**src/design/xlate_pkg.sv**
```systemverilog
// Data-side translation unit: Sv32 widths, PTE layout and payloads passed between its blocks
package xlate_pkg;

    localparam int ASID_W = 9;      // Sv32 ASID field
    localparam int PAGE_OFF_W = 12; // 4 KiB pages
    localparam int VPN_SEG_W = 10;  // VPN slice per walk level
    localparam int PT_IDX_W = 16;   // Widest page-table word index on the write port

    typedef logic [31:0] vaddr_t;
    typedef logic [31:0] paddr_t;
    typedef logic [19:0] ppn_t;
    typedef logic [ASID_W-1:0] asid_t;

    //////////////////////////////////////////////////
    // Sv32 page table entry, only low flag bits decoded
    typedef struct packed {
        ppn_t ppn;            // [31:12]
        logic [7:0] reserved; // D, A, U, X and RSW, ignored
        logic is_global;
        logic writable;
        logic readable;       // Clear at level 1 means pointer
        logic valid;
    } pte_t;

    typedef enum logic {
        OP_XLATE = 1'b0,
        OP_FENCE = 1'b1
    } op_kind_e;

    // Flush mode from {addr_only, asid_only}
    typedef struct packed {
        logic addr_only;
        logic asid_only;
        vaddr_t addr;
        asid_t asid;
    } fence_t;

    typedef struct packed {
        vaddr_t vaddr;
        logic rnw;      // 1 = load
        asid_t asid;
    } xlate_req_t;

    typedef struct packed {
        op_kind_e kind;
        xlate_req_t req;
        fence_t fence;
    } xlate_op_t;

    typedef struct packed {
        paddr_t paddr;
        logic fault;
    } xlate_rsp_t;

    // Walker result handed back to the TLB
    typedef struct packed {
        vaddr_t vaddr;
        ppn_t ppn;
        logic is_global;
        logic fault;
        asid_t asid;
    } fill_t;

    typedef struct packed {
        logic [PT_IDX_W-1:0] idx; // Word index into the page-table memory
        pte_t pte;
    } pt_wr_t;

endpackage

```
**src/design/xlate_op_merge.sv**
```systemverilog
// Operation merge: folds translation requests and fences into one registered op stream
`timescale 1ns/1ps

module xlate_op_merge (
    input logic clk,
    input logic rst,
    input logic req_valid,
    output logic req_ready,
    input xlate_pkg::xlate_req_t req,
    input logic fence_valid,
    output logic fence_ready,
    input xlate_pkg::fence_t fence,
    output logic op_valid,
    input logic op_ready,
    output xlate_pkg::xlate_op_t op
);
    import xlate_pkg::*;

    logic load;       // Slot empty or draining this cycle
    logic take_fence;
    logic take_req;

    assign load = ~op_valid | op_ready;
    assign fence_ready = load;                 // Fence wins arbitration
    assign req_ready = load & ~fence_valid;    // Request waits behind a pending fence
    assign take_fence = fence_valid & fence_ready;
    assign take_req = req_valid & req_ready;

    always_ff @(posedge clk) begin
        if (rst)
            op_valid <= 1'b0;
        else if (load)
            op_valid <= take_fence | take_req;
    end

    //////////////////////////////////////////////////
    // Payload, held while op_ready is low
    always_ff @(posedge clk) begin
        if (take_fence | take_req) begin
            op.kind <= take_fence ? OP_FENCE : OP_XLATE;
            op.req <= req;
            op.fence <= fence;
        end
    end

endmodule

```
**config.mk**
```make
export PLATFORM = sky130hd
export DESIGN_NAME = xlate_op_merge
export DESIGN_NICKNAME = d
export VERILOG_FILES = /design/src/design/xlate_pkg.sv /design/src/design/xlate_op_merge.sv
export SDC_FILE = /design/constraint.sdc
export NUM_CORES = 1
export LEC_CHECK = 0
export BUFFER_PORTS_ARGS = -buffer_cell sky130_fd_sc_hd__buf_2
export CORE_UTILIZATION = 41
export DETAILED_ROUTE_END_ITERATION = 8
export GPL_TIMING_DRIVEN = 1
export HOLD_SLACK_MARGIN = 0.08
export PLACE_DENSITY_LB_ADDON = 0.12
export REMOVE_ABC_BUFFERS = 1
export SLEW_MARGIN = 20
export SYNTH_ARGS = -nofsm -noshare
export SYNTH_HDL_FRONTEND = slang
export SYNTH_SLANG_ARGS = --single-unit
```
**constraint.sdc**
```tcl
create_clock -name clk -period 6.8 [get_ports clk]
set_input_delay 1.36 -clock clk [delete_from_list [all_inputs] [get_ports clk]]
set_output_delay 1.36 -clock clk [all_outputs]
set_load 0.02 [all_outputs]
```
==> results by stage, run 1 <==
Worst setup path:
- The cell with the largest stage delay on the worst path is sky130_fd_sc_hd__nor2b_4.
- The delay contributed by the slowest stage of the critical path is 150 ps.
- The endpoint arrival time on the critical path is 1840 ps.
- The cell repeated most along the worst path is sky130_fd_sc_hd__buf_2.
- The number of buffers and inverters on the critical path is 3.
- The worst register-to-register path has a setup slack of 5050 ps.
- STA classifies the critical path startpoint as an input port.
- Traced cell by cell, the critical path runs through buf_2 > nor2b_4 > inv_2 > buf_2.
- The largest fanout on the critical path is 3.
- The kind of critical path is in -> out.
- The critical path capture point type is an output pin.
- The kind of cell with the highest combined delay along the critical path is buffers and inverters.
- Data on the critical path is required at its endpoint by 5440 ps.

Final layout:
- In the final layout, the share of cells above drive strength 1 is 68.17%.
- Relative to the synthesized area, the layout overhead comes to 45.79%.
- The final layout contains 374 nets.
- The cell area after layout is 3856 µm².
- The repair_antennas step left the layout with diodes totalling 0.
- The final design utilization is 63.63%.
- The finished layout holds 364 standard cells, fillers aside.

STA:
- The tightest hold margin is 589.3 ps.
- The tightest slew margin relative to the limit is 29.69%.
- The final worst slack is 3599 ps.
- On the final layout, the worst clock skew is 4.276 ps.
- The final hold violation count came to 0.
- The number of pins exceeding their max-slew limit in the final report is 0.
- The actual slew at the worst max-slew pin is 1055 ps.
- Derived from the worst setup path, the maximum achievable clock frequency is 312.4 MHz.
- The worst path in the final design needs a cycle of 3201 ps, including I/O delays and setup.
- Setup violations remaining at the end of the flow were counted as 0.
- The final critical-path share of the clock period is 47.07%.
- Setup repair after global routing left no endpoint under its margin.
- The total negative slack for setup checks is 0 ps.

Global routing:
- The number of antenna violations at the first check in global routing is 0.
- The residual overflow from global routing is 0.
- The wire length of the first global-routing pass is 7086 µm.
- Entering global routing, the biggest net connects 87 pins.
- The number of global-route vias before repair was 1493.
- Global routing used 15.56% of the available tracks.

CTS:
- The number of gates resized after CTS was 0.
- The H-tree generated during clock tree synthesis spans 3 levels.
- The number of post-CTS setup repair buffers is 0.
- Buffers inserted during clock tree synthesis total 9.
- The clock sink count is 87.
- Counting along the longest clock path gives a buffer depth of 2.
- The clock insertion delay at the later pin of the skew report is 340 ps.
- The cts-stage hold buffer count is 0.
- TritonCTS built the clock tree.
- The cell sitting at the root of the clock tree is a sky130_fd_sc_hd__clkbuf_8.
- The clock input transition at the sequential cells of the worst setup and hold paths is 80 ps.

Synthesis:
- After synthesis, the share of flip-flops with an asynchronous set or reset is 0%.
- The area fraction of the dominant cell type after synthesis is 97.63%.
- The largest total area in the synthesized netlist belongs to sky130_fd_sc_hd__edfxtp_1.
- The cell count after synthesis came out at 94.
- The cell with the most instances after synthesis is sky130_fd_sc_hd__edfxtp_1.
- In the synthesized netlist, the cells that appear most often are sky130_fd_sc_hd__edfxtp_1 (86), sky130_fd_sc_hd__nor2_1 (3).
- The number of enable-type register cells in the synthesized netlist is 86.
- Synthesis inferred 87 register bits.
- The number of synthesis warnings is 0.
- For this run, the leading register cell type out of synthesis is sky130_fd_sc_hd__edfxtp_1.
- Ranked by total cell area, the synthesized netlist is headed by sky130_fd_sc_hd__edfxtp_1 (98%), sky130_fd_sc_hd__dfxtp_1 (0.76%), sky130_fd_sc_hd__nor2b_4 (0.52%).
- The sequential area share after synthesis is 98.39%.
- After synthesis, the mean cell area works out to 28.14 µm².
- Synthesis instantiated 7 different standard cells from the library.
- The mapped netlist covers 2645 µm².

Die:
- The floorplan step defined a die boundary enclosing 6777 µm².
- The number of I/O pins is 179.
- The die is 82.32 µm wide.
- The effective utilization at floorplan is 43.64%.
- The area of the core is 6061 µm².
- The floorplan step set the die height to 82.32 µm.
- After floorplanning, the core was divided into 28 placement rows.

Pwr:
- The switching component of the power is 0.2666 mW.
- The share of power burned in the clock network is 32.4%.
- The switching portion of total power is 23.12%.
- The sequential power share is 56.0%.
- The power density over the cells is 299.0 nW/µm².
- The cell internal power dissipation is 0.8865 mW.
- Combinational cells account for 11.5% of the total power.
- The highest ir drop seen on vdd is 0.0001703 V.
- The completed layout was analyzed and its total power is 1.153 mW.
- The leakage power of the design is 1.691 nW.

Detailed routing:
- The length of the first detailed-routing pass in iterations is 4.
- The detailed router finished its first iteration with 80 violations.
- For this run, design rule violations remaining after detail routing come to 0.
- The final wirelength is 5269 µm.
- The average routed wire per standard cell is 14.48 µm.
- In this run the remaining antenna-violating nets after routing total 0.
- Summing over every cut layer, the via total after detailed routing is 1553.
- The number of vias per cell after detailed routing is 4.266.

Place:
- The congestion estimate from routability-driven global placement came to 0.7152.
- The minimum setup slack after placement is 3596 ps.
- Summing all placed instances gives a cell area of 3645 µm².
- The count of buffers from port buffering is 178.
- The number of placed instances, taps included, is 348.

Min path:
- The worst hold path belongs to the class reg -> reg.

Outcome:
- The flow ran to the end, and the final reports show no timing, DRC or antenna violations.

Flow run:
- The max-capacitance violation count is 0.
[worst min-delay path: stages, from the launching register on]
cell                      delay [ps]
sky130_fd_sc_hd__dfxtp_1         310
sky130_fd_sc_hd__nor2b_4         130
sky130_fd_sc_hd__inv_2            60
sky130_fd_sc_hd__a21oi_1          50
[flip-flops by register name (all words and copies together), names as in the netlist]
name,count
op,86
op_valid,1
[kinds of logic (layout without fill, tap and decap cells)]
family	count (synthesis)	in the layout	synth area share [%]
AO/OA/AOI/OAI	1	1	0.1890
buffers and inverters	1	196	0.1418
AND/OR/NAND/NOR	5	5	1.277
flip-flops	87	87	98.39
[power by group through the flow]
stage	registers [mW]	logic, mW	clock network, mW
2_1_floorplan	0.716	0.0144	0
3_3_place_gp	0.657	0.133	0
3_5_place_dp	0.659	0.134	0
4_1_cts	0.647	0.135	0.384
5_1_grt	0.651	0.142	0.403
6_report	0.646	0.133	0.374
[layout by cell type (no fill, tap or decap)]
cell type | Yosys | final
sky130_fd_sc_hd__dfxtp_1 | 1 | 1
sky130_fd_sc_hd__edfxtp_1 | 86 | 86
sky130_fd_sc_hd__a21oi_1 | 1 | 1
sky130_fd_sc_hd__clkinv_1 | 0 | 2
sky130_fd_sc_hd__nor2b_4 | 1 | 1
sky130_fd_sc_hd__clkinvlp_4 | 0 | 2
sky130_fd_sc_hd__buf_4 | 0 | 1
sky130_fd_sc_hd__clkinv_2 | 0 | 1
sky130_fd_sc_hd__inv_2 | 1 | 1
sky130_fd_sc_hd__buf_2 | 0 | 178
sky130_fd_sc_hd__clkbuf_8 | 0 | 9
sky130_fd_sc_hd__nor2_1 | 3 | 2
sky130_fd_sc_hd__nor2_4 | 0 | 1
sky130_fd_sc_hd__and2_4 | 1 | 1
sky130_fd_sc_hd__bufinv_16 | 0 | 2
[layout make-up]
class                           count  area, µm²
Sequential cell                    87       2603
Fill cell                         468       2205
Timing Repair Buffer              179      898.4
Clock buffer                        9      123.9
Tap cell                           75      93.84
Clock inverter                      7      87.58
Multi-Input combinational cell      6      46.29
Inverter                            1      3.754
[worst paths after layout]
path | cells after the start | from | to
min reg2reg | 3 | op_valid | op_valid
max | 4 | op_ready | fence_ready
min | 3 | op_valid | op_valid
max reg2reg | 3 | op_valid | op[63]
[routing by layer]
metal	part of all wire (%)	up-vias	GRT usage [%]	wire length [µm]
met3	13	10	7.692	679
met2	51	100	25.21	2684
met4	1.8	0	9.474	95
met5	0	-	0	0
met1	34	692	16.19	1809
li1	-	751	-	-
No activity file was read; power rests on OpenSTA's default activity.
==> run 2, diff against run 1 <==
--- a/config.mk
+++ b/config.mk
@@ -5,6 +5,7 @@
 export SDC_FILE = /design/constraint.sdc
 export NUM_CORES = 1
 export LEC_CHECK = 0
+export ABC_AREA = 1
 export BUFFER_PORTS_ARGS = -buffer_cell sky130_fd_sc_hd__buf_2
 export CORE_UTILIZATION = 41
 export DETAILED_ROUTE_END_ITERATION = 8
==> constraint.sdc (replaced) <==
create_clock -name clk -period 3.3 [get_ports clk]
set_input_delay 0.66 -clock clk [delete_from_list [all_inputs] [get_ports clk]]
set_output_delay 0.66 -clock clk [all_outputs]
set_load 0.02 [all_outputs]
==> run 2 against run 1 <==
  * First-iteration DRC count decreased by 25%
  * Sequential share of layout area up 0.53 points
  * Clock skew is 5.1 ps higher
  * Clock-buffer cell count increased by 1
  * Setup slack worse by 2100 ps
  * Cell area down 0.78%
  * Combinational power is 110% higher
  * Critical path depth grew 2
  * Non-clock buffer count grew 1
  * Critical path type unchanged
  * Critical endpoint is now req_ready
  * Largest power group unchanged
==> results by stage, run 2 <==
Final layout:
- Once layout is done, the placed cells without fillers occupy 3826 µm².
- The final design utilization is 63.13%.
- The area added between synthesis and finish is 44.93%.
- The layout has 483 filler cells.
- The number of antenna diodes in the final layout is 0.
- Counting flops per register, the top entry is op.
- In the layout the commonest cells are sky130_fd_sc_hd__buf_2 (178), sky130_fd_sc_hd__edfxtp_1 (86), sky130_fd_sc_hd__clkbuf_8 (9).
- Of the cells placed in the final design, the portion with a size suffix greater than 1 is 66.78%.
- In the final layout, the registers with the most flip-flops are op x86, op_valid x1.
- The register with the most flip-flops in the layout has 86 of them.
- The most common cell after layout, fill and taps aside is sky130_fd_sc_hd__buf_2.
- The total number of nets in the final design is 377.

CTS:
- The number of H-tree levels is 3.
- The number of buffers on the longest clock path is 2.
- For the worst-skew pair, the clock arrives at the later sink with an insertion delay of 340 ps.
- The total CTS buffers is 9.
- After clock tree synthesis, the flow added hold-fix buffers numbering 0.
- The CTS tree is done.
- The number of post-CTS setup repair buffers is 0.
- In this run, post-CTS repair resized a total of 0 instances.
- In this run the clock root is driven by a sky130_fd_sc_hd__clkbuf_8.
- Clock-pin slew was measured on the worst setup and hold paths at 80 ps.
- Counting every sink on the clock net gives 87.

Die:
- From bottom edge to top edge, the die measures 82.25 µm.
- The die is 82.25 µm wide.
- The total area inside the core boundary comes to 6061 µm².
- The effective utilization at floorplan is 43.56%.
- The floorplan die area is 6764 µm².
- The placement row count is 28.
- For this design the top-level I/O count stands at 179.

STA:
- At the pin with the least slew margin, the transition time is 549.3 ps.
- The final critical-path share of the clock period is 55.07%.
- The setup violation total in the final timing report is 0.
- The routed design could run at a clock period as short as 1817 ps.
- The timing-limited maximum frequency is 550.2 MHz.
- In this run the tightest slew margin relative to its limit is 63.38%.
- Adding up every negative setup slack in the final design gives 0 ps.
- The number of pins exceeding their max-slew limit in the final report was 0.
- Between clock sinks in the finished design, the worst skew comes to 9.421 ps.
- Setup repair after global routing left no endpoint under its margin.
- The final hold violation count is 0.

Detailed routing:
- Using the TritonRoute via totals, the vias-per-cell ratio works out to 4.283.
- In this run, the number of DRC markers left after iteration 0 of detailed routing was 60.
- The antenna violation net count after detailed routing is 0.
- For this block, the via count after detailed routing is 1572.
- The average routed wire per standard cell is 14.13 µm.
- The length of the first detailed-routing pass in iterations is 4.
- The final layout contains routed wiring with a total length of 5187 µm.
- The number of design rule violations left after detail routing is 0.

Synthesis:
- In this run the biggest area consumer among cell types represents 97.82% of the synthesized area.
- The synthesized design spends more area on one cell type than any other, namely sky130_fd_sc_hd__edfxtp_1.
- The number of different library cells in the post-synthesis netlist is 7.
- By count the netlist is led by sky130_fd_sc_hd__edfxtp_1 (86), sky130_fd_sc_hd__nor2_1 (4), sky130_fd_sc_hd__inv_1 (2).
- In this run, synthesis inferred 86 flip-flops with an integrated enable.
- The number of synthesis warnings is 0.
- The post-synthesis cell area is 2640 µm².
- Averaged over all synthesized cells, the footprint is 27.50 µm².
- After synthesis the netlist holds a flip-flop and latch count of 87.
- The share of the Yosys chip area taken by registers is 98.58%.
- The cell with the most instances after synthesis is sky130_fd_sc_hd__edfxtp_1.
- In the synthesized netlist the dominant register cell turns out to be sky130_fd_sc_hd__edfxtp_1.
- After synthesis, the cell types taking the most area are sky130_fd_sc_hd__edfxtp_1 (98%), sky130_fd_sc_hd__dfxtp_1 (0.76%), sky130_fd_sc_hd__nor2_1 (0.57%).
- The share of flip-flops with an asynchronous set or reset after synthesis is 0%.
- Synthesis produced a netlist whose cell count is 96.

Global routing:
- For this run, global-route usage on met3 was measured as 6.374%.
- Global routing used 15.08% of the available tracks across all layers.
- The maximum number of pins on one net before global-route repair is 46.
- In the global route stage, met1 resource usage came out at 16.25%.
- The highest-utilization routing layer at the global route stage is met2.
- The first global-routing pass estimated 6920 µm of wire.
- After global routing the overflow that remains totals 0.
- The routing usage on met2 is 23.88%.
- The number of antenna violations at the first check in global routing is 0.
- The number of global-route vias before repair is 1454.

Place:
- The final HPWL from detailed placement is 3882 µm.
- Routability-driven placement finished with a final weighted congestion of 0.7117.
- The count of buffers from port buffering is 178.
- Summing all placed instances gives a cell area of 3647 µm².

Worst setup path:
- The end of the worst register-to-register path is op[43].
- The critical path goes through buf_2 > inv_1 > nand2_2 > inv_2 > nor2_1 > buf_2.
- The critical path capture point type is an output pin.
- Data on the critical path arrives at its endpoint at 1160 ps.
- Setup slack on the worst reg-to-reg path comes out at 1890 ps.
- The most numerous cell type found on the critical path is sky130_fd_sc_hd__buf_2.
- The worst setup path is launched from an input port.
- Broken down by cell family, the worst path's largest delay share belongs to buffers and inverters.
- The startpoint identified for the worst register-to-register timing path is op_valid.
- At the worst endpoint, the required time is 2640 ps.
- The critical path in this run is classified as in -> out.
- The largest fanout on the critical path is 3.
- The length in cells of the worst reg-to-reg path is 4.
- On the worst path, the slowest cell contributes a delay of 170 ps.
- Together, buffers and inverters on the worst path number 4.
- The cell with the largest stage delay on the worst path is sky130_fd_sc_hd__buf_2.

Min path:
- The worst hold-check path type is in -> reg.
- The worst hold path begins at rst.
- The worst hold path passes through 2 cells.
- The hold path endpoint is op_valid.

Pwr:
- The switching component of the power is 0.5298 mW.
- The cell internal power dissipation is 1.746 mW.
- Net switching is 23.28% of the power.
- The power density over the cells is 594.7 nW/µm².
- The leakage power of the design is 1.696 nW.
- The part of the total power dissipated in combinational logic is 12.0%.
- The sequential power share is 58.4%.
- The post-route total power is 2.276 mW.
- The share of power burned in the clock network is 29.6%.
- The highest ir drop seen on vdd is 0.0003601 V.

Flow run:
- The max-capacitance violation count is 0.

Outcome:
- The run finished with clean final reports.
run 2: changes by cell type after synthesis, sizes merged:
cell / before / now
nand2: 0 / 1
nor2b: 1 / 0
nor2: 3 / 4
inv: 1 / 3
and2: 1 / 0
run 2: how the worst max path moves through the flow:
stage,from,end,slack [ps],cells after the start
final,op_ready,req_ready,1480,6
after global placement,op_ready,op[18],1480,6
after floorplan,op_ready,op[0],-1710,4
after global routing,op_ready,req_ready,1440,6
after CTS,op_ready,req_ready,1470,6
after detailed placement,op_ready,op[84],1450,6
run 2: metal layers:
metal  wire [µm]  share of wire (%)
met2        2537                 49
met1        1869                 36
met5           0                  0
met3         661                 13
met4         119                2.3
run 2: per-stage QoR:
| stage | worst slack [ps] | hold slack, ps | std cells |
|---|---|---|---|
| 3_5_place_dp | 1448 | 500.8 | 351 |
| 4_1_cts | 1474 | 442.3 | 367 |
| 5_1_grt | 1436 | 459.2 | 367 |
| 6_report | 1483 | 457.9 | 367 |
| 2_1_floorplan | -1714 | 653.9 | 96 |
| 3_3_place_gp | 1484 | 486.1 | 351 |
run 2: cells by family after synthesis:
group / after synthesis / share of synthesized area, %
AO/OA/AOI/OAI: 1 / 0.1894
AND/OR/NAND/NOR: 5 / 0.8057
buffers and inverters: 3 / 0.4265
flip-flops: 87 / 98.58
run 2: cell type report:
class                      count  area (µm²)  area share, %
timing repair buffer         180       905.9          23.68
inverter                       3       11.26         0.2943
clock buffer                  10       127.6          3.336
clock inverter                 6       51.30          1.341
sequential                    87        2603          68.02
tap                           75       93.84          2.453
multi-input combinational      6       33.78         0.8829
run 2: worst reg2reg max path: cells and delay by family (launching register included):
kind                   cells  cell delay (ps)
buffers and inverters      2              520
DFF                        1              330
and+or+nand+nor            2              170
run 2: power groups by stage:
stage	logic (mW)	clock network (mW)	registers, mW
3_3_place_gp	0.275	0	1.35
2_1_floorplan	0.0285	0	1.48
3_5_place_dp	0.278	0	1.36
4_1_cts	0.278	0.696	1.33
5_1_grt	0.294	0.723	1.34
6_report	0.273	0.673	1.33
==> run 3, diff against run 2 <==
==> constraint.sdc (replaced) <==
create_clock -name clk -period 1.8 [get_ports clk]
set_input_delay 0.36 -clock clk [delete_from_list [all_inputs] [get_ports clk]]
set_output_delay 0.36 -clock clk [all_outputs]
set_load 0.02 [all_outputs]
==> run 3 against run 2 <==
  * Flip-flop and latch count unchanged
  * Clock skew down 2.8 ps
  * Final cell count unchanged
  * Critical endpoint unchanged
  * Die area unchanged
  * Core utilization up 0.54 points
  * Clock-buffer cell count up 5
  * Via count up 0.13%
==> results by stage, run 3 (synthesis results as in run 2) <==
CTS:
- The clock input transition at the sequential cells of the worst setup and hold paths is 80 ps.
- The tree is rooted in a sky130_fd_sc_hd__clkbuf_8.
- The H-tree was split into 3 levels.
- No sink is reached through more buffers than the 2 on the longest clock path.
- The number of gates given a new drive strength after cts is 0.
- The clock insertion delay at the later pin of the skew report is 330 ps.
- Clock tree synthesis inserted a total of 9 buffers.
- Once the clock tree was built, the setup fixing pass inserted 0 buffers.
- For this design, the sink count on the clock tree is 87.
- The CTS tree is done.
- The cts-stage hold buffer count is 0.

Pwr:
- In this run the static leakage power is 1.706 nW.
- Cell internal power was estimated by the tool at 3.270 mW.
- The share of power burned in the clock network is 30.3%.
- The analysis attributes to net switching a power of 0.9640 mW.
- The power density over the cells is 1097 nW/µm².
- VDD sags by at most 0.0006522 V.
- The sequential power share is 57.5%.
- Net switching is 22.77% of the power.
- Per report_power, the combinational group accounts for 12.1% of the total.

Final layout:
- For this run, the post-layout net count is 377.
- The largest registers in the layout are op x86, op_valid x1.
- Leaving out fill and tap cells, the most frequent cells in the layout are sky130_fd_sc_hd__buf_2 (178), sky130_fd_sc_hd__edfxtp_1 (86), sky130_fd_sc_hd__clkbuf_8 (10).
- Fill cells in the final layout number 456.
- More flip-flops sit in one register than any other, and that register is op.
- The area added between synthesis and finish is 46.16%.
- The number of flip-flops in the largest register is 86.
- The library cell used most frequently in the layout, excluding fill and tap cells, is sky130_fd_sc_hd__buf_2.
- The share of cells above drive strength 1 is 66.44%.
- 0 antenna diodes ended up in the layout.
- The cell area after layout is 3859 µm².

STA:
- The maximum clock skew at final layout is 6.596 ps.
- Setup repair after global routing left no endpoint under its margin.
- The clock period minus final worst setup slack is 1410 ps.
- For the pin with the worst max-slew slack, the measured transition is 247.9 ps.
- The final critical-path share of the clock period is 78.33%.
- In this run the tightest slew margin relative to its limit is 83.42%.
- After layout, the worst setup slack is 390.1 ps.
- The number of pins exceeding their max-slew limit in the final report is 0.
- The setup violation total in the final timing report is 0.
- The final hold violation count is 0.
- For this run, the top clock speed supported by timing is 709.3 MHz.

Worst setup path:
- The kind of critical path is reg -> out.
- STA classifies the critical path endpoint as an output pin.
- Traced cell by cell, the critical path runs through nand2_2 > inv_2 > nor2_1 > buf_2.
- The startpoint of the lowest-slack register-to-register path is op_valid.
- The worst register-to-register path ends at op[6].
- At the worst endpoint, the required time is 1440 ps.
- The delay contributed by the slowest stage of the critical path is 320 ps.
- For this design, the slowest cell found on the critical path is sky130_fd_sc_hd__dfxtp_1.
- Data on the critical path arrives at its endpoint at 1050 ps.
- The critical path starts at op_valid.
- The largest fanout on the critical path is 3.
- The sort of element at the start of the critical path is a flip-flop.
- Across all register-to-register paths, the minimum setup slack is 610 ps.
- The length in cells of the worst reg-to-reg path is 4.
- The capturing instance or port of the critical path is req_ready.

Die:
- The core region is 6061 µm².
- The floorplan die area is 6764 µm².
- The number of I/O pins is 179.
- The placement row count is 28.
- The initial utilization of the core area, before any placement, comes to 43.56%.
- The width of the die is 82.25 µm.
- The floorplan die height is 82.25 µm.

Detailed routing:
- Using the TritonRoute via totals, the vias-per-cell ratio works out to 4.289.
- Detailed routing inserted a total of 1574 vias.
- The count of nets left with antenna violations once routing finished came out at 0.
- After detailed routing, the average wire length per cell comes to 14.29 µm.
- After detailed routing, the total wire length is 5245 µm.
- The length of the first detailed-routing pass in iterations is 4.
- The first routing iteration left 102 violations.
- For this run, design rule violations remaining after detail routing come to 0.

Global routing:
- The maximum number of pins on one net before global-route repair is 46.
- The number of global-route vias before repair came to 1465.
- Across every metal layer, demand over resource in global routing totals 15.25%.
- The residual overflow from global routing is 0.
- The number of antenna violations at the first check in global routing was 0.
- The wire length of the first global-routing pass is 6962 µm.

Place:
- Once detailed placement completed, the half-perimeter wirelength came to 3916 µm.
- The count of buffers added on input and output ports is 178.
- Routability-driven placement finished with a final weighted congestion of 0.7114.
- The post-detailed-placement cell area is 3672 µm².
- The minimum setup slack after placement is 452.1 ps.

Min path:
- Along the worst hold path, the cell count comes to 2.
- The min-delay analysis places its worst path in the category in -> reg.

Flow run:
- The tool flagged a number of max-cap violations equal to 0.

Outcome:
- The flow ran to the end, and the final reports show no timing, DRC or antenna violations.
run 3: area by class of cell:
type                            count  area, µm²  share of cell area (%)
Inverter                            3      11.26                  0.2918
Multi-Input combinational cell      6      33.78                  0.8755
Sequential cell                    87       2603                   67.44
Clock buffer                       15      156.4                   4.053
Tap cell                           75      93.84                   2.432
Clock inverter                      1      30.03                  0.7782
Timing Repair Buffer              180      930.9                   24.12
run 3: worst max-delay path: cells and delay by family (launching register included):
kind                   cells  cell delay, ps
DFF                        1             320
buffers and inverters      2             230
and+or+nand+nor            2             180
run 3: worst min path at each step:
stage          startpoint       end  slack, ps
2_1_floorplan         rst  op_valid        430
3_3_place_gp     op_valid  op_valid        480
3_5_place_dp     op_valid  op_valid        490
4_1_cts               rst  op_valid        150
5_1_grt               rst  op_valid        160
6_report              rst  op_valid        170
run 3: power groups by stage:
| stage | combinational, mW | clock (mW) | sequential (mW) |
|---|---|---|---|
| 6_report | 0.514 | 1.28 | 2.44 |
| 5_1_grt | 0.551 | 1.38 | 2.45 |
| 4_1_cts | 0.521 | 1.33 | 2.44 |
| 3_5_place_dp | 0.521 | 0 | 2.48 |
| 3_3_place_gp | 0.516 | 0 | 2.48 |
| 2_1_floorplan | 0.0522 | 0 | 2.71 |
run 3: layer usage:
layer / part of all wire, % / vias up / track usage, %
met4: 2.7 / 0 / 11.75
met3: 13 / 14 / 7.143
met1: 36 / 688 / 16.19
met2: 48 / 111 / 23.47
li1: - / 761 / -
met5: 0 / - / 0
run 3: through the flow:
stage / setup TNS [ps] / hold slack (ps) / std cells / power, mW / util (%)
global route: 0 / 155.2 / 367 / 4.386 / 63.67
CTS: 0 / 147.0 / 367 / 4.289 / 63.67
detailed placement: 0 / 494.1 / 351 / 3.005 / 60.59
finish: 0 / 168.3 / 367 / 4.234 / 63.67
floorplan: -252180 / 429.1 / 96 / 2.758 / -
global placement: 0 / 484.0 / 351 / 2.995 / 60.59
